$ cat src/design/trig_pkg.sv
`default_nettype none

package trig_pkg;

    // channel count and event address geometry
    localparam int N_CHAN        = 8;
    localparam int ADDR_BITS     = 12;
    localparam int WORD_BITS     = 16;
    // one trigger memory entry per event address
    localparam int MEM_DEPTH     = 1 << ADDR_BITS;

    // channel word layout: flag on top, address above the two spare lsbs
    localparam int TRIG_FLAG_BIT = 15;
    localparam int ADDR_LSB      = 2;

    // width of the latency and holdoff settings
    localparam int CNT_BITS      = 16;

    // output fifo
    localparam int FIFO_DEPTH    = 16;
    localparam int FIFO_ABITS    = $clog2(FIFO_DEPTH);

    typedef enum logic [1:0] {
        RUN_IDLE,
        RUN_LATENCY,
        RUN_READOUT
    } run_state_e;

    // 0 is AND, 1 is OR
    typedef enum logic {
        L2_AND = 1'b0,
        L2_OR  = 1'b1
    } l2_logic_e;

    // configuration captured at run start
    typedef struct packed {
        logic [CNT_BITS-1:0]  latency;
        logic [ADDR_BITS-1:0] offset;
        logic [CNT_BITS-1:0]  holdoff;
        logic                 rf_en;
        l2_logic_e            l2_logic;
    } trig_cfg_t;

    typedef struct packed {
        logic                 valid;
        logic [ADDR_BITS-1:0] addr;
    } rd_req_t;

    typedef struct packed {
        logic                 valid;
        logic [ADDR_BITS-1:0] addr;
        logic [N_CHAN-1:0]    bits;
    } scan_t;

    typedef struct packed {
        logic                 valid;
        logic [WORD_BITS-1:0] data;
    } trig_word_t;

endpackage

`default_nettype wire

$ cat src/design/trig_out_fifo.sv
`timescale 1ns/1ps
`default_nettype none

module trig_out_fifo import trig_pkg::*; (
    input  wire                   sysclk_i,
    input  wire                   runrst_i,
    input  wire trig_word_t       trig_word_i,
    input  wire                   trigout_tready_i,
    output logic [WORD_BITS-1:0]  trigout_tdata_o,
    output logic                  trigout_tvalid_o,
    output logic                  overflow_o
);

    logic [WORD_BITS-1:0] mem_q [FIFO_DEPTH];
    // extra msb tells full from empty
    logic [FIFO_ABITS:0]  wr_ptr_q;
    logic [FIFO_ABITS:0]  rd_ptr_q;
    logic                 empty;
    logic                 full;
    logic                 push;
    logic                 pop;

    assign empty = (wr_ptr_q == rd_ptr_q);
    assign full  = (wr_ptr_q[FIFO_ABITS] != rd_ptr_q[FIFO_ABITS])
                   && (wr_ptr_q[FIFO_ABITS-1:0] == rd_ptr_q[FIFO_ABITS-1:0]);

    // words arriving while full are lost
    assign push = trig_word_i.valid && !full;
    assign pop  = trigout_tvalid_o && trigout_tready_i;

    always_ff @(posedge sysclk_i) begin
        if (runrst_i) begin
            wr_ptr_q   <= '0;
            rd_ptr_q   <= '0;
            overflow_o <= 1'b0;
        end else begin
            if (push) begin
                wr_ptr_q <= wr_ptr_q + 1'b1;
            end
            if (pop) begin
                rd_ptr_q <= rd_ptr_q + 1'b1;
            end
            // sticky until next run start
            if (trig_word_i.valid && full) begin
                overflow_o <= 1'b1;
            end
        end
    end

    always_ff @(posedge sysclk_i) begin
        if (push) begin
            mem_q[wr_ptr_q[FIFO_ABITS-1:0]] <= trig_word_i.data;
        end
    end

    // head of queue read straight out, so data holds until popped
    assign trigout_tvalid_o = !empty;
    assign trigout_tdata_o  = mem_q[rd_ptr_q[FIFO_ABITS-1:0]];

endmodule

`default_nettype wire

$ cat config.mk
export PLATFORM = sky130hd
export DESIGN_NAME = trig_out_fifo
export DESIGN_NICKNAME = d
export VERILOG_FILES = /design/src/design/trig_pkg.sv /design/src/design/trig_out_fifo.sv
export SDC_FILE = /design/constraint.sdc
export NUM_CORES = 1
export LEC_CHECK = 0
export ABC_AREA = 1
export BUFFER_PORTS_ARGS = -buffer_cell sky130_fd_sc_hd__buf_2
export CAP_MARGIN = 30
export CORE_MARGIN = 3
export CORE_UTILIZATION = 25
export DETAILED_ROUTE_END_ITERATION = 8
export GPL_TIMING_DRIVEN = 0
export MAX_ROUTING_LAYER = met4
export PLACE_DENSITY = 0.48
export SYNTH_ARGS = -nofsm -noshare
export SYNTH_HDL_FRONTEND = slang
export SYNTH_SLANG_ARGS = --single-unit
$ cat constraint.sdc
create_clock -name sysclk_i -period 2.92 [get_ports sysclk_i]
set_clock_uncertainty 0.1 [all_clocks]
set_input_delay 0.584 -clock sysclk_i [delete_from_list [all_inputs] [get_ports sysclk_i]]
set_output_delay 0.584 -clock sysclk_i [all_outputs]
set_load 0.005 [all_outputs]
==> flow_summary.ini <==
[run_status]
status = finished clean

[routing]
routed_wirelength_um = 32600
via_per_inst = 4.45
drtIter0Drc = 617
firstDrtPassIters = 5
drc = 0
final_antenna_net_count = 0
vias = 7284
routedWlPerCell_um = 19.9

[place]
port_buffers = 36
hpwl_um = 22400
pre_cts_ws_ns = 0.112
place_congestion = 0.782
place_area_um2 = 12400

[cts]
cts_buffers = 30
htreeDepth = 1
cts_hold_buf = 0
clock-sinks = 271
post_cts_buffers = 0
clock_latency_ns = 0.54
cts-root-buf = clkbuf_16
clockBufferDepth = 3
clk_pin_slew_worst_paths_ns = 0.06
cts_tree = done

[logic_synthesis]
dominantRegCellSynth = edfxtp_1
synthArstFlopShare_pct = 0
ys_warn_count = 0
synthSimpleGateAreaFrac_pct = 10.3
synth_common_cells = edfxtp_1, inv_1, nand2_1, nand3_1, a21oi_1
synth_cell_types = 24
synth_fa_ha_area_share_pct = 0.558
synth_area_um2 = 11200
synthTopCellsByArea = edfxtp_1, inv_1, nand3_1, o211ai_1, nand2_1
syn_inst = 945
synth_compound_gate_area_share_pct = 10.6
synthMuxAreaShare_pct = 0
yosysMostFrequentCell = edfxtp_1
ys_seq_elements = 271
synth_nets = 970
synth_top_family_by_area = compound AO/OA/AOI/OAI gates
yosys.area.top_type = edfxtp_1
synthXorXnorAreaFrac_pct = 0.0781
syn_area_per_cell_um2 = 11.9
synth_top_area_share_pct = 68.5
synth-edff-count = 256
seq_area_frac_synth_pct = 71.2

[die]
ios = 38
core_area_um2 = 43700
die_area_um2 = 47400
placementRows = 76
initial_utilization_pct = 25.6
die_y_um = 218
dieWidth_um = 218

[timing]
setup_viol = 0
period_minus_slack_ns = 2.82
relSlewSlack_pct = 36.0
rsz0062_at_grt = true
timing.final.crit_share_pct = 96.6
drv_slew = 0
hold_slack_ns = 0.128
tightest_slew_ns = 0.954
setup_ws_ns = 0.0985
hold_viol_final = 0
max_clock_freq_ghz = 0.354

[layout]
final_nets = 1053
fillerInstances = 4439
area_growth_pct = 21.4
drive_gt1_share_pct = 18.2
final_area_um2 = 13600

[pwr]
comb_power_share_pct = 14.0
ir_drop_uv = 383
p_sw_uw = 2370
p_clk_share_pct = 39.4
cell_internal_pwr_uw = 6910
swShare_pct = 25.5
leakage_uw = 0.00495
pwr-share-seq_pct = 46.7
p_per_area_nw_per_um2 = 682

[worst_setup_path]
rrSetupSlack_ns = 0.58
arrival_ns = 2.14
cp-start-kind = flop
reg2reg_depth = 8
endpoint_kind = primary output
rr_endpoint = mem_q[14][3]
path_class = reg2out
required_ns = 2.24
worst-path-max-fanout = 10
r2r-start = rd_ptr_q[4]

[hold_path]
hold_start = runrst_i
hp-class = in2reg
worst_hold_path.num_cells = 2
hold-path-endpoint = overflow_o

[global_route]
grt_pass1_wl_um = 48200
track_usage_pct = 14.2
grt_pass1_vias = 7308
grt_max_degree = 17
overflow = 0
grt_antenna_before_repair = 1

[run]
maxCapViolCount = 0
-- placed cells by master, fill, tap and decap left out, types with 17 or more instances in the layout --
master / synthesis / final
buf_2: 22 / 44
edfxtp_1: 256 / 256
o211ai_1: 64 / 64
nand3_1: 103 / 94
clkbuf_16: 0 / 31
nand2_1: 117 / 115
buf_8: 0 / 17
a21oi_1: 73 / 73
o21ai_0: 56 / 54
nor2_1: 29 / 17
inv_1: 144 / 144
buf_6: 2 / 21
-- what timing repair did --
item,4_1_cts,5_1_grt
gates cloned,0,0
gates resized for setup,70,28
endpoints found under the setup margin,16,16
-- area by class of cell --
cell class                 instances  area (µm²)  share of cell area [%]
clock inverter                    22         178                    1.30
sequential                       271        7990                    58.7
inverter                         148         556                    4.08
clock buffer                      33         783                    5.75
tap                              585         732                    5.38
antenna                            1        2.50                  0.0184
multi-input combinational        471        2510                    18.4
timing repair buffer              53         420                    3.09
buffer                            53         442                    3.24
-- power by group through the flow --
stage          Combinational (µW)  Clock (µW)  Sequential (µW)
2_1_floorplan                 648           0             4400
3_3_place_gp                 1190           0             4410
3_5_place_dp                 1210           0             4410
4_1_cts                      1280        3740             4330
5_1_grt                      1420        3900             4330
6_report                     1300        3650             4330
-- critical path, cell delays in order (launching register included) --
cell and delay (ns):
dfxtp_4 0.38, buf_6 0.14, buf_8 0.17, buf_8 0.17, nand2_1 0.06, o211ai_1 0.08
nand3_1 0.17, nand3_2 0.14, nand2_1 0.11, buf_2 0.16
-- metrics by stage --
step                      total power [µW]  utilization [%]  setup TNS, ns  std cells
final                                 9280             31.1              0       1637
after global routing                  9660             31.1       -0.00132       1637
after CTS                             9360             31.0       -0.00204       1636
after detailed placement              5620             28.4              0       1583
after global placement                5600             27.7         -56.64       1566
after floorplan                       5050                -              0        945
-- layer usage --
| layer | GRT usage, % | wire (µm) |
|---|---|---|
| met3 | 2.59 | 1740 |
| met5 | - | 0 |
| met2 | 23.0 | 15400 |
| met4 | 4.17 | 954 |
| met1 | 18.3 | 14600 |
-- cells by family after synthesis --
family                     Yosys count
AOI/OAI and AO/OA                  203
xor gates and xnor gates             1
adders and majority gates            5
buffers and inverters              203
DFF                                271
and+or+nand+nor                    262
-- sequential cells by signal, summed over array words and instances (netlist names), named ones only --
register    cells
rd_ptr_q        5
overflow_o      1
mem_q         256
wr_ptr_q        5
-- worst max path at each step --
stage / start / endpoint / slack [ns] / cells after the start
6_report: flop / trigout_tdata_o[11] / 0.1 / 9
5_1_grt: flop / trigout_tdata_o[11] / -0.001 / 6
4_1_cts: flop / trigout_tdata_o[15] / -0.002 / 7
3_5_place_dp: flop / trigout_tdata_o[9] / 0.11 / 6
3_3_place_gp: trig_word_i[16] / mem_q[11][3] / -1.05 / 3
2_1_floorplan: trig_word_i[16] / mem_q[3][0] / 0.35 / 3
Power figures use the tool's default switching activity.
