## src/design/trig_pkg.sv

```systemverilog
`default_nettype none

package trig_pkg;

    // channel count and event address geometry
    localparam int N_CHAN        = 8;
    localparam int ADDR_BITS     = 12;
    localparam int WORD_BITS     = 16;
    // one trigger memory entry per event address
    localparam int MEM_DEPTH     = 1 << ADDR_BITS;

    // channel word layout: flag on top, address above the two spare lsbs
    localparam int TRIG_FLAG_BIT = 15;
    localparam int ADDR_LSB      = 2;

    // width of the latency and holdoff settings
    localparam int CNT_BITS      = 16;

    // output fifo
    localparam int FIFO_DEPTH    = 16;
    localparam int FIFO_ABITS    = $clog2(FIFO_DEPTH);

    typedef enum logic [1:0] {
        RUN_IDLE,
        RUN_LATENCY,
        RUN_READOUT
    } run_state_e;

    // 0 is AND, 1 is OR
    typedef enum logic {
        L2_AND = 1'b0,
        L2_OR  = 1'b1
    } l2_logic_e;

    // configuration captured at run start
    typedef struct packed {
        logic [CNT_BITS-1:0]  latency;
        logic [ADDR_BITS-1:0] offset;
        logic [CNT_BITS-1:0]  holdoff;
        logic                 rf_en;
        l2_logic_e            l2_logic;
    } trig_cfg_t;

    typedef struct packed {
        logic                 valid;
        logic [ADDR_BITS-1:0] addr;
    } rd_req_t;

    typedef struct packed {
        logic                 valid;
        logic [ADDR_BITS-1:0] addr;
        logic [N_CHAN-1:0]    bits;
    } scan_t;

    typedef struct packed {
        logic                 valid;
        logic [WORD_BITS-1:0] data;
    } trig_word_t;

endpackage

`default_nettype wire

```

## src/design/trig_leveltwo.sv

```systemverilog
`timescale 1ns/1ps
`default_nettype none

module trig_leveltwo import trig_pkg::*; (
    input  wire                sysclk_i,
    input  wire                runrst_i,
    input  wire                running_i,
    input  wire trig_cfg_t     cfg_i,
    input  wire [N_CHAN-1:0]   trigmask_i,
    input  wire                trigmask_update_i,
    input  wire scan_t         scan_i,
    output trig_word_t         trig_word_o
);

    // mask bit set means channel ignored
    logic [N_CHAN-1:0]    mask_q;
    logic [CNT_BITS-1:0]  hold_cnt_q;
    logic [N_CHAN-1:0]    enabled;
    logic [N_CHAN-1:0]    hits;
    logic                 fire;
    logic                 accept;
    logic [ADDR_BITS-1:0] rel_addr;

    // mask may change mid-run, takes effect on the next scanned address
    always_ff @(posedge sysclk_i) begin
        if (runrst_i) begin
            mask_q <= '1;
        end else if (trigmask_update_i) begin
            mask_q <= trigmask_i;
        end
    end

    assign enabled = ~mask_q;
    assign hits    = scan_i.bits & enabled;

    // level two combine
    always_comb begin
        case (cfg_i.l2_logic)
            // every enabled channel, and at least one must be enabled
            L2_AND:  fire = (enabled != '0) && (hits == enabled);
            L2_OR:   fire = |hits;
            default: fire = 1'b0;
        endcase
    end

    // only scanned entries during a run with rf enabled count
    assign accept = fire && cfg_i.rf_en && scan_i.valid && running_i
                    && (hold_cnt_q == '0);

    // holdoff counts scanned addresses, not cycles
    always_ff @(posedge sysclk_i) begin
        if (runrst_i) begin
            hold_cnt_q <= '0;
        end else if (accept) begin
            hold_cnt_q <= cfg_i.holdoff;
        end else if (scan_i.valid && (hold_cnt_q != '0)) begin
            hold_cnt_q <= hold_cnt_q - 1'b1;
        end
    end

    // address relative to the programmed offset
    assign rel_addr = scan_i.addr - cfg_i.offset;

    always_ff @(posedge sysclk_i) begin
        if (runrst_i) begin
            trig_word_o.valid <= 1'b0;
        end else begin
            trig_word_o.valid <= accept;
        end
        // word is 10, address, 00
        trig_word_o.data <= {2'b10, rel_addr, 2'b00};
    end

endmodule

`default_nettype wire

```

## config.mk

```make
export PLATFORM = sky130hd
export DESIGN_NAME = trig_leveltwo
export DESIGN_NICKNAME = d
export VERILOG_FILES = /design/src/design/trig_pkg.sv /design/src/design/trig_leveltwo.sv
export SDC_FILE = /design/constraint.sdc
export NUM_CORES = 1
export LEC_CHECK = 0
export ABC_CLOCK_PERIOD_IN_PS = 3800
export BUFFER_PORTS_ARGS = -buffer_cell sky130_fd_sc_hd__buf_4
export CORE_AREA = 8 8 100 102
export CTS_CLUSTER_DIAMETER = 30
export DETAILED_ROUTE_END_ITERATION = 8
export DIE_AREA = 0 0 108 110
export PLACE_DENSITY_LB_ADDON = 0.25
export SYNTH_ARGS = -nofsm -noshare
export SYNTH_HDL_FRONTEND = slang
export SYNTH_SLANG_ARGS = --single-unit
export TNS_END_PERCENT = 5
```

## constraint.sdc

```tcl
create_clock -name sysclk_i -period 3.8 [get_ports sysclk_i]
set_clock_uncertainty 0.1 [all_clocks]
set_input_delay 0.95 -clock sysclk_i [delete_from_list [all_inputs] [get_ports sysclk_i]]
set_output_delay 0.95 -clock sysclk_i [all_outputs]
set_load 0.005 [all_outputs]
```

==> results.json <==
{
  "outcome": "finished clean",
  "yosysMostFrequentCell": "dfxtp_1",
  "dieArea_mm2": 0.0119,
  "hpwl_mm": 4.97,
  "die_x_um": 108,
  "worstHoldStart": "mask_q[1]",
  "rsz0062_at_grt": "no",
  "fin_crit_ns": 2.51,
  "synth_cell_type_count": 53,
  "first_pass_iters": 4,
  "clkSlewWorstSetupHoldPaths_ns": 0.08,
  "insertion_delay_ns": 0.29,
  "pin_count": 96,
  "ys_seq_elements": 37,
  "relSlewSlack_pct": 34.9,
  "synthFlopType": "dfxtp_1",
  "startpoint_type": "register",
  "p_sw_w": 0.000812,
  "comb_power_share_pct": 50.1,
  "clkPwrFrac_pct": 18.4,
  "core_area_mm2": 0.00847,
  "grt_overflow_total": 0,
  "row_count": 34,
  "p_seq_share_pct": 31.6,
  "synth_edf_count": 0,
  "r2r-start": "hold_cnt_q[7]",
  "yosysWarnings": 0,
  "syn_avg_cell_area_um2": 8.62,
  "dpl_cell_area_mm2": 0.00293,
  "reg2reg_depth": 5,
  "cts-root-buf": "clkbuf_8",
  "clockBufferDepth": 2,
  "avgRoutedWirePerCell_um": 13.8,
  "p_int_w": 0.00112,
  "final_area_mm2": 0.00305,
  "avgViaCountPerCell": 4.85,
  "cp.arrival_ns": 2.62,
  "antenna_found_initial": 0,
  "drive_gt1_share_pct": 27.5,
  "grt_max_degree": 19,
  "leakage_nw": 1.34,
  "peakVddDrop_v": 0.000283,
  "htree_levels": 2,
  "layout.nets": 434,
  "fill_cells": 897,
  "syn-instance-count": 266,
  "drt_wl_total_mm": 6.20,
  "slew_viol_final": 0,
  "finalSetupViolCount": 0,
  "cts_sinks": 37,
  "diodes": 0,
  "switching_share_pct": 42.1,
  "setup_ws_ns": 1.29,
  "crit_type": "register to register",
  "cts_resized": 0,
  "cellPowerDensity_mw_per_mm2": 633,
  "rr_endpoint": "hold_cnt_q[4]",
  "required_ns": 3.91,
  "worstPathMaxFanout": 15,
  "first_iter_violations": 69,
  "cts_buffers": 5,
  "grt_pass1_vias": 2262,
  "ys_seq_area_share_pct": 32.3,
  "final_util_pct": 36.0,
  "ant_nets": 0,
  "min_path_cells": 2,
  "fin_setup_tns_ns": 0,
  "tightest_slew_ns": 0.973,
  "route.detailed.drc": 0,
  "synth_commonest_cells": "37 x dfxtp_1, 22 x inv_1, 21 x a21oi_1",
  "fmax_mhz": 399,
  "synth_top_cell_by_area": "dfxtp_1",
  "hold_buffers": 0,
  "finalCritPeriodShare_pct": 66.0,
  "areaGrowthSynthToFinish_pct": 32.9,
  "die_h_um": 110,
  "grt_use_total_pct": 10.2,
  "start_util_pct": 27.1,
  "vias": 2184,
  "synth.area.top_cells": "dfxtp_1 32%, ha_1 7.1%, nand4_1 5.2%",
  "cp-end-kind": "register",
  "gp_congestion": 0.791,
  "cts_setup_buffers": 0,
  "hold_path.class": "register to register",
  "cts_tree": "built",
  "ys_async_sr_fraction_pct": 0,
  "min_to": "mask_q[1]",
  "numPortBuffers": 75,
  "dpl_worst_slack_ns": 1.04,
  "r2r_setup_slack_ns": 1.29,
  "synthesis.area_mm2": 0.00229,
  "grt_pass1_wl_mm": 10.0,
  "netlist.area_leader.share_pct": 32.3,
  "cap_violations": 0,
  "finalHoldViolCount": 0
}
-- layer usage --
layer / global-route usage, % / vias up / wire, um
met5: 0 / - / 0
met4: 3.07 / 0 / 84
met3: 2.73 / 8 / 337
met2: 19.0 / 57 / 3210
met1: 11.0 / 998 / 2570
li1: - / 1121 / -
-- layout by cell type (no fill, tap or decap), types with 7 or more instances in the layout --
cell type / netlist / layout
ha_1: 13 / 13
o211ai_1: 7 / 7
nand2_1: 15 / 15
dfxtp_1: 37 / 37
o21ai_0: 7 / 7
buf_4: 6 / 78
xor2_1: 10 / 10
inv_1: 22 / 22
a21oi_1: 21 / 21
nor2b_1: 9 / 9
nand4_1: 19 / 19
nor2_1: 12 / 12
xnor2_1: 9 / 9
-- through the flow --
| stage | power [W] | cells | hold slack, ns |
|---|---|---|---|
| 2_1_floorplan | 0.00139 | 268 | 0.382 |
| 3_3_place_gp | 0.00157 | 442 | 0.412 |
| 3_5_place_dp | 0.00158 | 442 | 0.419 |
| 4_1_cts | 0.00195 | 450 | 0.432 |
| 5_1_grt | 0.00209 | 450 | 0.450 |
| 6_report | 0.00193 | 450 | 0.429 |
-- critical path, stage by stage (launching register included) --
cell     delay (ns)
dfxtp_1        0.37
nor4_4         0.44
nand3_1        0.28
nor2_1         0.81
nand4_1        0.23
a21oi_1        0.21
-- registers in the layout, summed over array words and instances, names as in the netlist --
register and cells:
mask_q 8, hold_cnt_q 16, trig_word_o 13
-- area by class of cell --
cell class / count / area, um^2 / share of cell area (%)
clock inverters: 1 / 30.0 / 0.986
multi-input cells: 197 / 1390 / 45.5
inverters: 22 / 82.6 / 2.71
repair buffers: 78 / 586 / 19.2
well taps: 108 / 135 / 4.44
clock buffers: 7 / 86.3 / 2.83
flip-flops and latches: 37 / 741 / 24.3
-- cell families after synthesis --
logic type      Yosys count  synth area share, %
simple gates             88                 22.7
buf+inv                  34                 7.53
fa+ha+maj                14                 7.97
other cells               2                0.328
compound gates           68                 20.2
mux                       4                 1.75
xor+xnor                 19                 7.26
flops                    37                 32.3
-- power groups by stage --
stage               sequential (W)  clock [W]  combinational [W]
floorplan                 0.000597          0           0.000794
global placement          0.000616          0           0.000956
detailed placement        0.000616          0           0.000967
CTS                       0.000609   0.000367           0.000974
global route              0.000624   0.000381            0.00109
finish                    0.000608   0.000354           0.000965
-- how the worst max path moves through the flow --
stage / start / end / slack, ns
after floorplan: scan_i[4] / hold_cnt_q[0] / 1.25
after global placement: cfg_i[18] / trig_word_o[12] / 1.05
after detailed placement: cfg_i[18] / trig_word_o[12] / 1.04
after CTS: hold_cnt_q[3] / hold_cnt_q[6] / 1.26
after global routing: hold_cnt_q[7] / hold_cnt_q[3] / 1.08
final: hold_cnt_q[7] / hold_cnt_q[4] / 1.29
Power figures use the tool's default switching activity.
