==> src/design/trig_pkg.sv <==
`default_nettype none

package trig_pkg;

    // channel count and event address geometry
    localparam int N_CHAN        = 8;
    localparam int ADDR_BITS     = 12;
    localparam int WORD_BITS     = 16;
    // one trigger memory entry per event address
    localparam int MEM_DEPTH     = 1 << ADDR_BITS;

    // channel word layout: flag on top, address above the two spare lsbs
    localparam int TRIG_FLAG_BIT = 15;
    localparam int ADDR_LSB      = 2;

    // width of the latency and holdoff settings
    localparam int CNT_BITS      = 16;

    // output fifo
    localparam int FIFO_DEPTH    = 16;
    localparam int FIFO_ABITS    = $clog2(FIFO_DEPTH);

    typedef enum logic [1:0] {
        RUN_IDLE,
        RUN_LATENCY,
        RUN_READOUT
    } run_state_e;

    // 0 is AND, 1 is OR
    typedef enum logic {
        L2_AND = 1'b0,
        L2_OR  = 1'b1
    } l2_logic_e;

    // configuration captured at run start
    typedef struct packed {
        logic [CNT_BITS-1:0]  latency;
        logic [ADDR_BITS-1:0] offset;
        logic [CNT_BITS-1:0]  holdoff;
        logic                 rf_en;
        l2_logic_e            l2_logic;
    } trig_cfg_t;

    typedef struct packed {
        logic                 valid;
        logic [ADDR_BITS-1:0] addr;
    } rd_req_t;

    typedef struct packed {
        logic                 valid;
        logic [ADDR_BITS-1:0] addr;
        logic [N_CHAN-1:0]    bits;
    } scan_t;

    typedef struct packed {
        logic                 valid;
        logic [WORD_BITS-1:0] data;
    } trig_word_t;

endpackage

`default_nettype wire

==> src/design/trig_run_ctrl.sv <==
`timescale 1ns/1ps
`default_nettype none

module trig_run_ctrl import trig_pkg::*; (
    input  wire                   sysclk_i,
    input  wire                   runrst_i,
    input  wire                   runstop_i,
    input  wire [CNT_BITS-1:0]    trig_latency_i,
    input  wire [ADDR_BITS-1:0]   trig_offset_i,
    input  wire [CNT_BITS-1:0]    trig_holdoff_i,
    input  wire                   rf_en_i,
    input  wire l2_logic_e        l2_logic_i,
    output trig_cfg_t             cfg_o,
    output rd_req_t               rd_req_o,
    output logic                  running_o,
    output logic [ADDR_BITS-1:0]  address_o
);

    run_state_e           state_q;
    logic [CNT_BITS-1:0]  lat_cnt_q;
    logic [ADDR_BITS-1:0] rd_ptr_q;
    logic                 lat_done;

    // settings only move at run start
    always_ff @(posedge sysclk_i) begin
        if (runrst_i) begin
            cfg_o.latency  <= trig_latency_i;
            cfg_o.offset   <= trig_offset_i;
            cfg_o.holdoff  <= trig_holdoff_i;
            cfg_o.rf_en    <= rf_en_i;
            cfg_o.l2_logic <= l2_logic_i;
        end
    end

    // lat_cnt_q equals cycles since run start, so readout begins on cycle "latency"
    assign lat_done = ({1'b0, lat_cnt_q} + 17'd1) >= {1'b0, cfg_o.latency};

    always_ff @(posedge sysclk_i) begin
        if (runrst_i) begin
            state_q   <= RUN_LATENCY;
            running_o <= 1'b1;
        end else if (runstop_i) begin
            state_q   <= RUN_IDLE;
            running_o <= 1'b0;
        end else begin
            case (state_q)
                RUN_LATENCY: begin
                    if (lat_done) begin
                        state_q <= RUN_READOUT;
                    end
                end
                // readout runs until the stop
                RUN_READOUT: state_q <= RUN_READOUT;
                default:     state_q <= RUN_IDLE;
            endcase
        end
    end

    // latency counter only runs while waiting
    always_ff @(posedge sysclk_i) begin
        if (runrst_i) begin
            lat_cnt_q <= '0;
        end else if (state_q == RUN_LATENCY) begin
            lat_cnt_q <= lat_cnt_q + 1'b1;
        end
    end

    // event address is 1 on the first running cycle, wraps naturally
    always_ff @(posedge sysclk_i) begin
        if (runrst_i) begin
            address_o <= {{(ADDR_BITS-1){1'b0}}, 1'b1};
        end else if (running_o) begin
            address_o <= address_o + 1'b1;
        end
    end

    // readout pointer trails the event address by the latency
    always_ff @(posedge sysclk_i) begin
        if (runrst_i) begin
            rd_ptr_q <= {{(ADDR_BITS-1){1'b0}}, 1'b1};
        end else if (state_q == RUN_READOUT) begin
            rd_ptr_q <= rd_ptr_q + 1'b1;
        end
    end

    assign rd_req_o.valid = (state_q == RUN_READOUT);
    assign rd_req_o.addr  = rd_ptr_q;

endmodule

`default_nettype wire

==> config.mk <==
export PLATFORM = sky130hd
export DESIGN_NAME = trig_run_ctrl
export DESIGN_NICKNAME = d
export VERILOG_FILES = /design/src/design/trig_pkg.sv /design/src/design/trig_run_ctrl.sv
export SDC_FILE = /design/constraint.sdc
export NUM_CORES = 1
export LEC_CHECK = 0
export BUFFER_PORTS_ARGS = -buffer_cell sky130_fd_sc_hd__buf_2
export CORE_MARGIN = 2
export CORE_UTILIZATION = 45
export CTS_BUF_LIST = sky130_fd_sc_hd__clkbuf_8
export DETAILED_ROUTE_END_ITERATION = 8
export GPL_TIMING_DRIVEN = 0
export PLACE_DENSITY_LB_ADDON = 0.1
export SLEW_MARGIN = 40
export SYNTH_ARGS = -nofsm -noshare
export SYNTH_HDL_FRONTEND = slang
export SYNTH_SLANG_ARGS = --single-unit
export TNS_END_PERCENT = 1
==> constraint.sdc <==
create_clock -name sysclk_i -period 3.4 [get_ports sysclk_i]
set_input_delay 0.68 -clock sysclk_i [delete_from_list [all_inputs] [get_ports sysclk_i]]
set_output_delay 0.68 -clock sysclk_i [all_outputs]
set_load 0.05 [all_outputs]
==> key figures, run 1 <==
Critical path
  – Worst Setup Start Kind: flip-flop
  – Worst Setup End Kind: flip-flop
  – Max FO, Critical Path: 6
  – WS Path Type: reg -> reg
  – WP data arrival: 3.37 ns
  – Data required time of the worst path: 3.68 ns

Logic synthesis
  – Largest family of logic cells by synthesized area: simple AND/OR/NAND/NOR gates
  – Yosys top cell area share: 0.356
  – Post-Syn Area: 3880 sq um
  – Synth area leader: edfxtp_1
  – Synth Area in Compound Gates: 0.0497
  – Mux cell area share after synthesis: 0.0103
  – Xor/xnor cell area share of the yosys netlist: 0.0971
  – Flops & latches, synth: 89
  – Yosys cell types: 36
  – Synth Warn #: 0
  – Main area contributors after synthesis: edfxtp_1 36%, dfxtp_1 22%, ha_1 6.8%, xor2_1 5.6%, xnor2_1 4.1%
  – Post-synthesis net count: 410
  – Post-Synthesis Cells: 340
  – Post-synthesis adder-cell area fraction: 0.0677
  – Syn Area/Cell: 11.4 sq um
  – Register area share after synthesis: 0.578
  – Simple-gate share of the synthesized area: 0.164

Pwr
  – Sw Share: 0.308
  – P_int: 1550 uW
  – Comb pwr share: 0.164
  – Leakage: 0.00211 uW
  – Power Dens Cells: 468 nW/um^2
  – Switching power: 689 uW
  – Flop pwr share: 0.545
  – Clock share of power: 0.291
  – VDD IR max: 0.000272 V

Timing
  – Final min period: 3.09 ns
  – Maximum clock frequency: 323 MHz
  – Max-slew violation count: 0
  – Unrepaired setup endpoints after global routing: no
  – Worst-margin pin slew: 0.567 ns
  – Final Hold Viols: 0
  – Setup Skew: 0.0152 ns
  – Setup violations, final: 0
  – Max-Slew Margin vs Limit: 0.622
  – Tcrit/Tclk final: 0.910
  – Setup TNS: 0 ns

Floorplanning
  – I/O pin count: 121
  – Initial Util: 0.468
  – Die outline width: 96.9 microns
  – Cell Rows: 33
  – Die height: 96.9 microns
  – Die area: 9380 sq um
  – Core box area: 8300 sq um

Global routing
  – Grt ovf: 0
  – Vias in the first global route: 2816
  – Pin count of the biggest net entering global routing: 48
  – First-pass GRT wire length: 13500 microns
  – All-layer global routing usage: 0.180
  – Initial antenna violation count: 0

Clock network
  – H-tree Lvls: 3
  – Post-CTS sizing: 0
  – Hold_buf cts: 0
  – Clk root buf: clkbuf_8
  – CTS tree: built
  – Worst-path clk slew: 0.10 ns
  – Post-CTS setup buffers: 0
  – CTS Buf Count: 9
  – Clk Latency, worst-skew pair: 0.36 ns
  – Clock sink total: 89
  – Clock buffer depth: 2

Routing
  – DR DRC count: 0
  – Via Count: 2897
  – Wire per inst: 13.8 microns
  – ANT nets after route: 0
  – DRT iter0 DRCs: 142
  – DR pass1 iterations: 4
  – DRT Wirelength: 8000 microns
  – DR vias/cell: 4.99

Finish
  – Layout cell share with drive strength beyond 1: 0.311
  – Post-route insts no fill: 581
  – Most frequent cells in the layout: 124 x buf_2, 46 x edfxtp_1, 43 x dfxtp_1
  – Area growth, synth to finish: 23.3%
  – Diode count: 0
  – Commonest non-fill, non-tap cell in the layout: buf_2
  – Layout net count: 541

Place
  – GP Congestion: 0.792
  – IO buf count: 120
  – Placed wire-length estimate: 6010 microns
  – Placed Cells: 565

Min path
  – Hold Crit Class: in -> reg

Run status
  – Outcome: finished clean

Job
  – # Max-Cap Violations: 0
[metrics by stage]
step	utilization	instance area, sq um	power, uW	hold WS, ns	worst slack, ns
after floorplan	-	3880	1500	0.479	0.852
after detailed placement	0.556	4610	1620	0.494	0.401
after global routing	0.576	4780	2340	0.465	0.126
final	0.576	4780	2240	0.491	0.306
after global placement	0.556	4610	1610	0.476	0.449
after CTS	0.576	4780	2260	0.475	0.356
[logic make-up (layout without fill, tap and decap cells)]
kind of cell / after synthesis / in the layout
simple gates: 118 / 118
flops: 89 / 89
xor+xnor: 43 / 43
buf+inv: 33 / 169
compound gates: 32 / 32
fa+ha+maj: 21 / 21
mux: 4 / 4
[synth_stat cells]
cell	number
a21oi_1	13
and2_1	1
a211oi_1	1
nor2b_1	1
xnor2_1	18
nor3_2	1
nor2_1	36
nor3_1	3
or3_1	10
nand4_1	16
nor3_4	1
nand2b_1	3
a32o_1	1
nor4_4	1
nand2_1	19
o21a_1	1
buf_2	5
a2111o_1	1
nand3_2	3
mux2i_1	4
nor4_1	1
a31o_1	1
clkbuf_1	6
ha_1	21
inv_1	22
a21o_1	2
and3_1	3
a211oi_2	1
and2_4	1
o21ai_0	11
nand3_1	14
nand4_2	1
and4_1	3
dfxtp_1	43
edfxtp_1	46
xor2_1	25
[per-layer routing]
layer,share of wire,GRT usage
met1,0.45,0.232
met2,0.45,0.270
met3,0.091,0.0751
met4,0.017,0.0661
met5,0,0
[flip-flops by register name (all words and copies together) (netlist names)]
register,flops
state_q,2
cfg_o,46
running_o,1
address_o,12
lat_cnt_q,16
rd_ptr_q,12
[path summary, 6_finish.rpt]
kind                            slack [ns]  cells after the start           end                from
worst min register to register        0.51                      2  rd_ptr_q[10]        rd_ptr_q[10]
worst min-delay path                  0.49                      1     cfg_o[43]  trig_latency_i[13]
worst max-delay path                  0.31                     10    state_q[1]        lat_cnt_q[0]
worst max register to register        0.31                     10    state_q[1]        lat_cnt_q[0]
[area by class of cell]
type                            instances  area [sq um]
Clock inverter                          7          45.0
Fill cell                             763          3520
Buffer                                 11          47.5
Inverter                               22          82.6
Clock buffer                            9           124
Sequential cell                        89          2240
Multi-Input combinational cell        218          1510
Timing Repair Buffer                  120           603
Tap cell                              105           131
[critical path, stage by stage, from the launching register on]
cell      delay, ns
dfxtp_1        0.45
ha_1           0.30
nand3_2        0.18
nor3_2         0.33
xor2_1         0.30
ha_1           0.31
nand4_1        0.12
nor3_1         0.07
a2111o_1       0.40
a211oi_2       0.34
mux2i_1        0.22
[power groups by stage]
| stage | clock [uW] | sequential, uW | combinational [uW] |
|---|---|---|---|
| detailed placement | 0 | 1240 | 371 |
| CTS | 668 | 1220 | 372 |
| global placement | 0 | 1240 | 367 |
| floorplan | 0 | 1420 | 77.1 |
| global route | 715 | 1230 | 394 |
| finish | 650 | 1220 | 367 |
Power figures use the tool's default switching activity.
==> run 2: changes to the inputs <==
--- a/config.mk
+++ b/config.mk
@@ -5,7 +5,7 @@
 export SDC_FILE = /design/constraint.sdc
 export NUM_CORES = 1
 export LEC_CHECK = 0
-export BUFFER_PORTS_ARGS = -buffer_cell sky130_fd_sc_hd__buf_2
+export BUFFER_PORTS_ARGS = -buffer_cell sky130_fd_sc_hd__buf_4
 export CORE_MARGIN = 2
 export CORE_UTILIZATION = 45
 export CTS_BUF_LIST = sky130_fd_sc_hd__clkbuf_8
==> key figures, run 2 (synthesis results as in run 1) <==
Global routing
  – Vias in the first global route: 2880 (+2.3%)
  – Grt met3 use: 0.0643 (-0.0108)
  – GRT busiest layer: met2
  – GR Util met1: 0.231 (-0.00176)
  – Grt ovf: 0 (unchanged)
  – Pin count of the biggest net entering global routing: 48 (unchanged)
  – Grt met2 use: 0.273 (+0.00267)
  – All-layer global routing usage: 0.177 (-0.00320)
  – First-pass GRT wire length: 13400 microns (-0.36%)
  – Initial antenna violation count: 0 (unchanged)

Place
  – Placed wire-length estimate: 6050 microns (+0.72%)
  – GP Congestion: 0.804 (+1.5%)
  – IO buf count: 120 (unchanged)
  – Pre-CTS setup slack: 0.448 ns (+0.0465 ns)

Critical path
  – Max stage delay cell, worst path: dfxtp_1
  – Worst reg2reg path depth: 11 (+1)
  – Cell Chain, Critical Path: ha_1, nand3_2, nor4_4, nand3_1, xnor2_1, ha_1, nand3_1, nor4_1, a32o_1, a211oi_2, a31o_1
  – Max FO, Critical Path: 6 (unchanged)
  – Crit path largest cell delay: 0.44 ns (about the same)
  – WS Path Type: reg -> reg
  – Reg2Reg Setup Slack: 0.38 ns (+0.08 ns)
  – RR Endpoint: state_q[0]
  – Worst Setup Start Kind: flip-flop
  – Buf+Inv Stages, Crit Path: 0 (unchanged)
  – FF-to-FF Start: lat_cnt_q[0]
  – CP delay by family, top: simple AND/OR/NAND/NOR gates
  – Data required time of the worst path: 3.64 ns (-0.04 ns)
  – Worst Setup End Kind: flip-flop
  – WP data arrival: 3.26 ns (-0.11 ns)

Pwr
  – Power Dens Cells: 464 nW/um^2 (-0.67%)
  – Leakage: 0.00221 uW (+4.7%)
  – VDD IR max: 0.000305 V (+12%)

Floorplanning
  – Cell Rows: 33 (unchanged)
  – Die height: 96.9 microns (unchanged)
  – Die area: 9380 sq um (unchanged)
  – I/O pin count: 121 (unchanged)
  – Core box area: 8300 sq um (unchanged)
  – Die outline width: 96.9 microns (unchanged)
  – Initial Util: 0.468 (unchanged)

Clock network
  – Post-CTS setup buffers: 0 (unchanged)
  – Clk Latency, worst-skew pair: 0.35 ns (about the same)
  – Clk root buf: clkbuf_8
  – CTS tree: built
  – Post-CTS sizing: 0 (unchanged)
  – Hold_buf cts: 0 (unchanged)
  – Worst-path clk slew: 0.09 ns (about the same)
  – H-tree Lvls: 3 (unchanged)
  – Clock sink total: 89 (unchanged)
  – CTS Buf Count: 9 (unchanged)
  – Clock buffer depth: 2 (unchanged)

Timing
  – Setup TNS: 0 ns (unchanged)
  – Max-slew violation count: 0 (unchanged)
  – Final min period: 3.02 ns (-0.0751 ns)
  – Worst-margin pin slew: 0.561 ns (-0.00602 ns)
  – Worst setup margin: 0.381 ns (+0.0751 ns)
  – Setup violations, final: 0 (unchanged)
  – Tcrit/Tclk final: 0.888 (-0.0221)
  – Unrepaired setup endpoints after global routing: no
  – Maximum clock frequency: 331 MHz (+2.5%)
  – Final Hold Viols: 0 (unchanged)
  – Setup Skew: 0.0121 ns (-0.00310 ns)
  – Max-Slew Margin vs Limit: 0.626 (+0.00401)

Min path
  – Worst Hold End: cfg_o[42]
  – Hold Crit Class: in -> reg
  – Hold Path Stages: 1 (unchanged)
  – Hold Path Origin: trig_latency_i[12]

Finish
  – Most frequent cells in the layout: 120 x buf_4, 46 x edfxtp_1, 43 x dfxtp_1
  – Diode count: 0 (unchanged)
  – Area of the multi-input gates: 1510 sq um (unchanged)
  – Layout cell share with drive strength beyond 1: 0.313 (+0.00210)
  – Largest register FFs: 46 (unchanged)
  – Commonest non-fill, non-tap cell in the layout: buf_4
  – # fillers: 707 (-7.3%)
  – Layout net count: 541 (unchanged)
  – Area growth, synth to finish: 31.8%
  – Largest regs: cfg_o: 46 flops, lat_cnt_q: 16 flops
  – Reg with most FFs: cfg_o
  – Register Area: 2240 sq um (unchanged)

Routing
  – DRT Wirelength: 8100 microns (+1.3%)
  – Wire per inst: 13.9 microns (+1.3%)
  – ANT nets after route: 0 (unchanged)
  – DRT iter0 DRCs: 78 (-45%)
  – Via Count: 2844 (-1.8%)
  – DR pass1 iterations: 4 (unchanged)
  – DR DRC count: 0 (unchanged)
  – DR vias/cell: 4.90 (-1.8%)

Job
  – # Max-Cap Violations: 0 (unchanged)

Run status
  – Outcome: finished clean
-- run 2: stage by stage --
step                instances  hold WS (ns)  total power [uW]  area [sq um]   util
floorplan                 340         0.479              1500          3880      -
global placement          565         0.482              1660          4910  0.592
detailed placement        565         0.494              1660          4910  0.592
CTS                       581         0.487              2400          5110  0.616
global route              581         0.475              2480          5110  0.616
finish                    581         0.500              2370          5110  0.616
-- run 2: worst register-to-register path: stages (launching register included) --
cell      delay, ns
dfxtp_1        0.44
ha_1           0.29
nand3_2        0.19
nor4_4         0.40
nand3_1        0.15
xnor2_1        0.17
ha_1           0.31
nand3_1        0.12
nor4_1         0.37
a32o_1         0.20
a211oi_2       0.07
a31o_1         0.22
-- run 2: cell type report --
class,count,area share
Sequential cell,89,0.438
Buffer,11,0.00930
Clock inverter,6,0.0125
Inverter,22,0.0161
Timing Repair Buffer,120,0.176
Tap cell,105,0.0257
Clock buffer,10,0.0269
Multi-Input combinational cell,218,0.295
-- run 2: worst max-delay path by stage --
stage	from	endpoint	slack, ns	depth (start not counted)
3_5_place_dp	lat_cnt_q[0]	state_q[1]	0.45	10
4_1_cts	lat_cnt_q[0]	state_q[1]	0.40	10
5_1_grt	lat_cnt_q[0]	state_q[1]	0.15	10
2_1_floorplan	lat_cnt_q[0]	state_q[0]	0.85	11
3_3_place_gp	lat_cnt_q[0]	state_q[1]	0.46	10
6_report	lat_cnt_q[0]	state_q[0]	0.38	11
-- run 2: report_power, final --
| part | internal (uW) | total, uW | switching (uW) |
|---|---|---|---|
| clock network | 363 | 741 | 378 |
| logic | 135 | 412 | 277 |
| registers | 1190 | 1220 | 32.0 |
| total | 1690 | 2370 | 686 |
-- run 2: per-layer routing --
layer | vias to the layer above | routed length [microns]
met5 | - | 0
met3 | 9 | 676
met4 | 0 | 106
li1 | 1448 | -
met2 | 85 | 3580
met1 | 1302 | 3740
==> run 3: changes to the inputs <==
--- a/config.mk
+++ b/config.mk
@@ -5,9 +5,11 @@
 export SDC_FILE = /design/constraint.sdc
 export NUM_CORES = 1
 export LEC_CHECK = 0
+export ABC_AREA = 1
 export BUFFER_PORTS_ARGS = -buffer_cell sky130_fd_sc_hd__buf_4
+export CORE_ASPECT_RATIO = 1.2
 export CORE_MARGIN = 2
-export CORE_UTILIZATION = 45
+export CORE_UTILIZATION = 53
 export CTS_BUF_LIST = sky130_fd_sc_hd__clkbuf_8
 export DETAILED_ROUTE_END_ITERATION = 8
 export GPL_TIMING_DRIVEN = 0
==> key figures, run 3 <==
Routing
  – DR DRC count: 0 (unchanged)
  – DRT iter0 DRCs: 131 (+68%)
  – DR vias/cell: 4.95 (+1.1%)
  – Wire per inst: 12.1 microns (-13%)
  – Via Count: 3158 (+11%)
  – ANT nets after route: 0 (unchanged)
  – DRT Wirelength: 7730 microns (-4.5%)
  – DR pass1 iterations: 4 (unchanged)

Finish
  – Commonest non-fill, non-tap cell in the layout: buf_4
  – Diode count: 0 (unchanged)
  – Layout net count: 613 (+13%)
  – Reg with most FFs: cfg_o
  – Area growth, synth to finish: 30.1%
  – Most frequent cells in the layout: 121 x buf_4, 73 x inv_1, 52 x nand2_1
  – Layout cell share with drive strength beyond 1: 0.279 (-0.0338)
  – # fillers: 576 (-19%)
  – Finished Cell Area: 5140 sq um (+0.61%)
  – Largest regs: cfg_o: 46 flops, lat_cnt_q: 16 flops
  – Largest register FFs: 46 (unchanged)

Logic synthesis
  – Yosys cell types: 31 (-14%)
  – Post-Syn Area: 3950 sq um (+1.9%)
  – Number of synthesized flops with an enable pin: 46 (unchanged)
  – Register area share after synthesis: 0.567 (-0.0108)
  – Count leader, synth: inv_1
  – Synth area leader: edfxtp_1
  – Flops & latches, synth: 89 (unchanged)
  – Post-synth top cells: 73 x inv_1, 52 x nand2_1, 46 x edfxtp_1
  – Mux cell area share after synthesis: 0 (-0.0103)
  – Async SR Flop Fraction: 0 (unchanged)
  – Post-Synthesis Cells: 412 (+21%)
  – Synth Area in Compound Gates: 0.0759 (+0.0263)
  – Xor/xnor cell area share of the yosys netlist: 0.0377 (-0.0594)
  – Largest family of logic cells by synthesized area: simple AND/OR/NAND/NOR gates
  – Syn Area/Cell: 9.60 sq um (-16%)
  – Post-synthesis adder-cell area fraction: 0.0665 (-0.00126)
  – Post-synthesis net count: 482 (+18%)
  – Synth Warn #: 0 (unchanged)
  – Main area contributors after synthesis: edfxtp_1 35%, dfxtp_1 22%, inv_1 6.9%, ha_1 6.6%, nand2_1 4.9%
  – Yosys top cell area share: 0.349 (-0.00665)
  – Simple-gate share of the synthesized area: 0.173 (+0.00897)
  – Ys flop type: edfxtp_1

Floorplanning
  – Cell Rows: 34 (+3.0%)
  – Initial Util: 0.547 (+0.0792)
  – Die height: 98.6 microns (+1.8%)
  – Die area: 8170 sq um (-13%)
  – Core box area: 7230 sq um (-13%)
  – Die outline width: 82.8 microns (-14%)
  – I/O pin count: 121 (unchanged)

Timing
  – Final min period: 2.79 ns (-0.231 ns)
  – Setup violations, final: 0 (unchanged)
  – Tcrit/Tclk final: 0.820 (-0.0680)
  – Setup TNS: 0 ns (unchanged)
  – Max-slew violation count: 0 (unchanged)
  – Final Hold Viols: 0 (unchanged)
  – Maximum clock frequency: 359 MHz (+8.3%)
  – Unrepaired setup endpoints after global routing: no
  – Max-Slew Margin vs Limit: 0.610 (-0.0163)
  – Setup Skew: 0.0136 ns (+0.00150 ns)
  – Worst-margin pin slew: 0.585 ns (+0.0244 ns)

Global routing
  – Vias in the first global route: 3104 (+7.8%)
  – First-pass GRT wire length: 12700 microns (-5.7%)
  – Pin count of the biggest net entering global routing: 49 (+2.1%)
  – Initial antenna violation count: 0 (unchanged)
  – Grt ovf: 0 (unchanged)
  – All-layer global routing usage: 0.191 (+0.0144)

Clock network
  – Post-CTS sizing: 0 (unchanged)
  – Clock sink total: 89 (unchanged)
  – CTS tree: built
  – Clk root buf: clkbuf_8
  – Clk Latency, worst-skew pair: 0.36 ns (about the same)
  – H-tree Lvls: 3 (unchanged)
  – CTS Buf Count: 9 (unchanged)
  – Hold_buf cts: 0 (unchanged)
  – Worst-path clk slew: 0.09 ns (about the same)
  – Post-CTS setup buffers: 0 (unchanged)
  – Clock buffer depth: 2 (unchanged)

Min path
  – Hold Crit Class: reg -> reg

Pwr
  – Power Dens Cells: 466 nW/um^2 (+0.44%)
  – Leakage: 0.00236 uW (+6.8%)
  – Tot Pwr: 2400 uW (+1.1%)
  – VDD IR max: 0.000397 V (+30%)

Place
  – GP Congestion: 0.869 (+8.0%)
  – Post-DP Area: 4970 sq um (+1.1%)
  – IO buf count: 120 (unchanged)
  – Placed wire-length estimate: 5820 microns (-3.8%)

Critical path
  – Max FO, Critical Path: 4 (-2)
  – WS Path Type: reg -> reg
  – Worst Setup Start Kind: flip-flop
  – Data required time of the worst path: 3.66 ns (+0.02 ns)
  – WP data arrival: 3.05 ns (-0.21 ns)
  – Worst Setup End Kind: flip-flop

Run status
  – Outcome: finished clean

Job
  – # Max-Cap Violations: 0 (unchanged)
-- run 3: cell types whose count changed after synthesis, moves of 7 or more --
cell     delta
xnor2_1    -15
inv_1      +51
o21ai_0    +14
nor2_1      +7
a21oi_1    +13
xor2_1     -11
nand4_1    -11
nand2_1    +33
or3_1      -10
nor3_1     +16
-- run 3: path summary, 6_finish.rpt --
path	from	endpoint	slack, ns	cells after the start
worst max-delay path	lat_cnt_q[0]	state_q[1]	0.61	17
worst min register to register	rd_ptr_q[6]	rd_ptr_q[6]	0.49	2
worst max register to register	lat_cnt_q[0]	state_q[1]	0.61	17
worst min-delay path	rd_ptr_q[6]	rd_ptr_q[6]	0.49	2
-- run 3: area by class of cell --
| cell class | count | area [sq um] | area share |
|---|---|---|---|
| clock buffers | 9 | 124 | 0.0241 |
| flip-flops and latches | 89 | 2240 | 0.436 |
| multi-input cells | 240 | 1400 | 0.271 |
| repair buffers | 120 | 901 | 0.175 |
| clock inverters | 7 | 53.8 | 0.0105 |
| plain buffers | 7 | 31.3 | 0.00608 |
| well taps | 90 | 113 | 0.0219 |
| inverters | 76 | 285 | 0.0554 |
-- run 3: cells by family (layout without fill, tap and decap cells) --
logic type,Yosys count,in the layout
xor+xnor,17,17
fa+ha+maj,21,21
flops,89,89
buf+inv,83,219
simple gates,145,145
compound gates,57,57
-- run 3: metal layers --
metal | vias up | track usage | part of all wire | wire length, microns
met3 | 9 | 0.0603 | 0.064 | 491
li1 | 1611 | - | - | -
met4 | 0 | 0.0656 | 0.016 | 123
met2 | 87 | 0.349 | 0.52 | 4060
met1 | 1451 | 0.209 | 0.40 | 3060
met5 | - | 0 | 0 | 0
-- run 3: worst max-delay path, cell delays in order, from the launching register on --
cell     delay, ns
dfxtp_1       0.42
ha_1          0.24
nand3_2       0.13
nor3_4        0.21
nand4_1       0.17
nor2_1        0.15
xor2_1        0.22
inv_1         0.07
ha_1          0.30
nand2_1       0.06
nor2_1        0.18
nand2_1       0.08
nor2_1        0.09
a21oi_1       0.08
nand3_1       0.13
nand2_1       0.07
inv_1         0.05
nor2_1        0.03
-- run 3: power by group --
part / internal (uW) / switching, uW / total (uW)
Combinational: 166 / 334 / 500
Sequential: 1210 / 45.0 / 1250
Clock: 270 / 380 / 650
Total: 1640 / 759 / 2400
-- run 3: metrics by stage --
stage / util / std cells / worst slack (ns) / hold slack (ns)
after global placement: 0.687 / 622 / 0.736 / 0.463
after floorplan: - / 412 / 1.08 / 0.471
final: 0.711 / 638 / 0.612 / 0.488
after CTS: 0.711 / 638 / 0.615 / 0.476
after global routing: 0.711 / 638 / 0.349 / 0.468
after detailed placement: 0.687 / 622 / 0.657 / 0.478
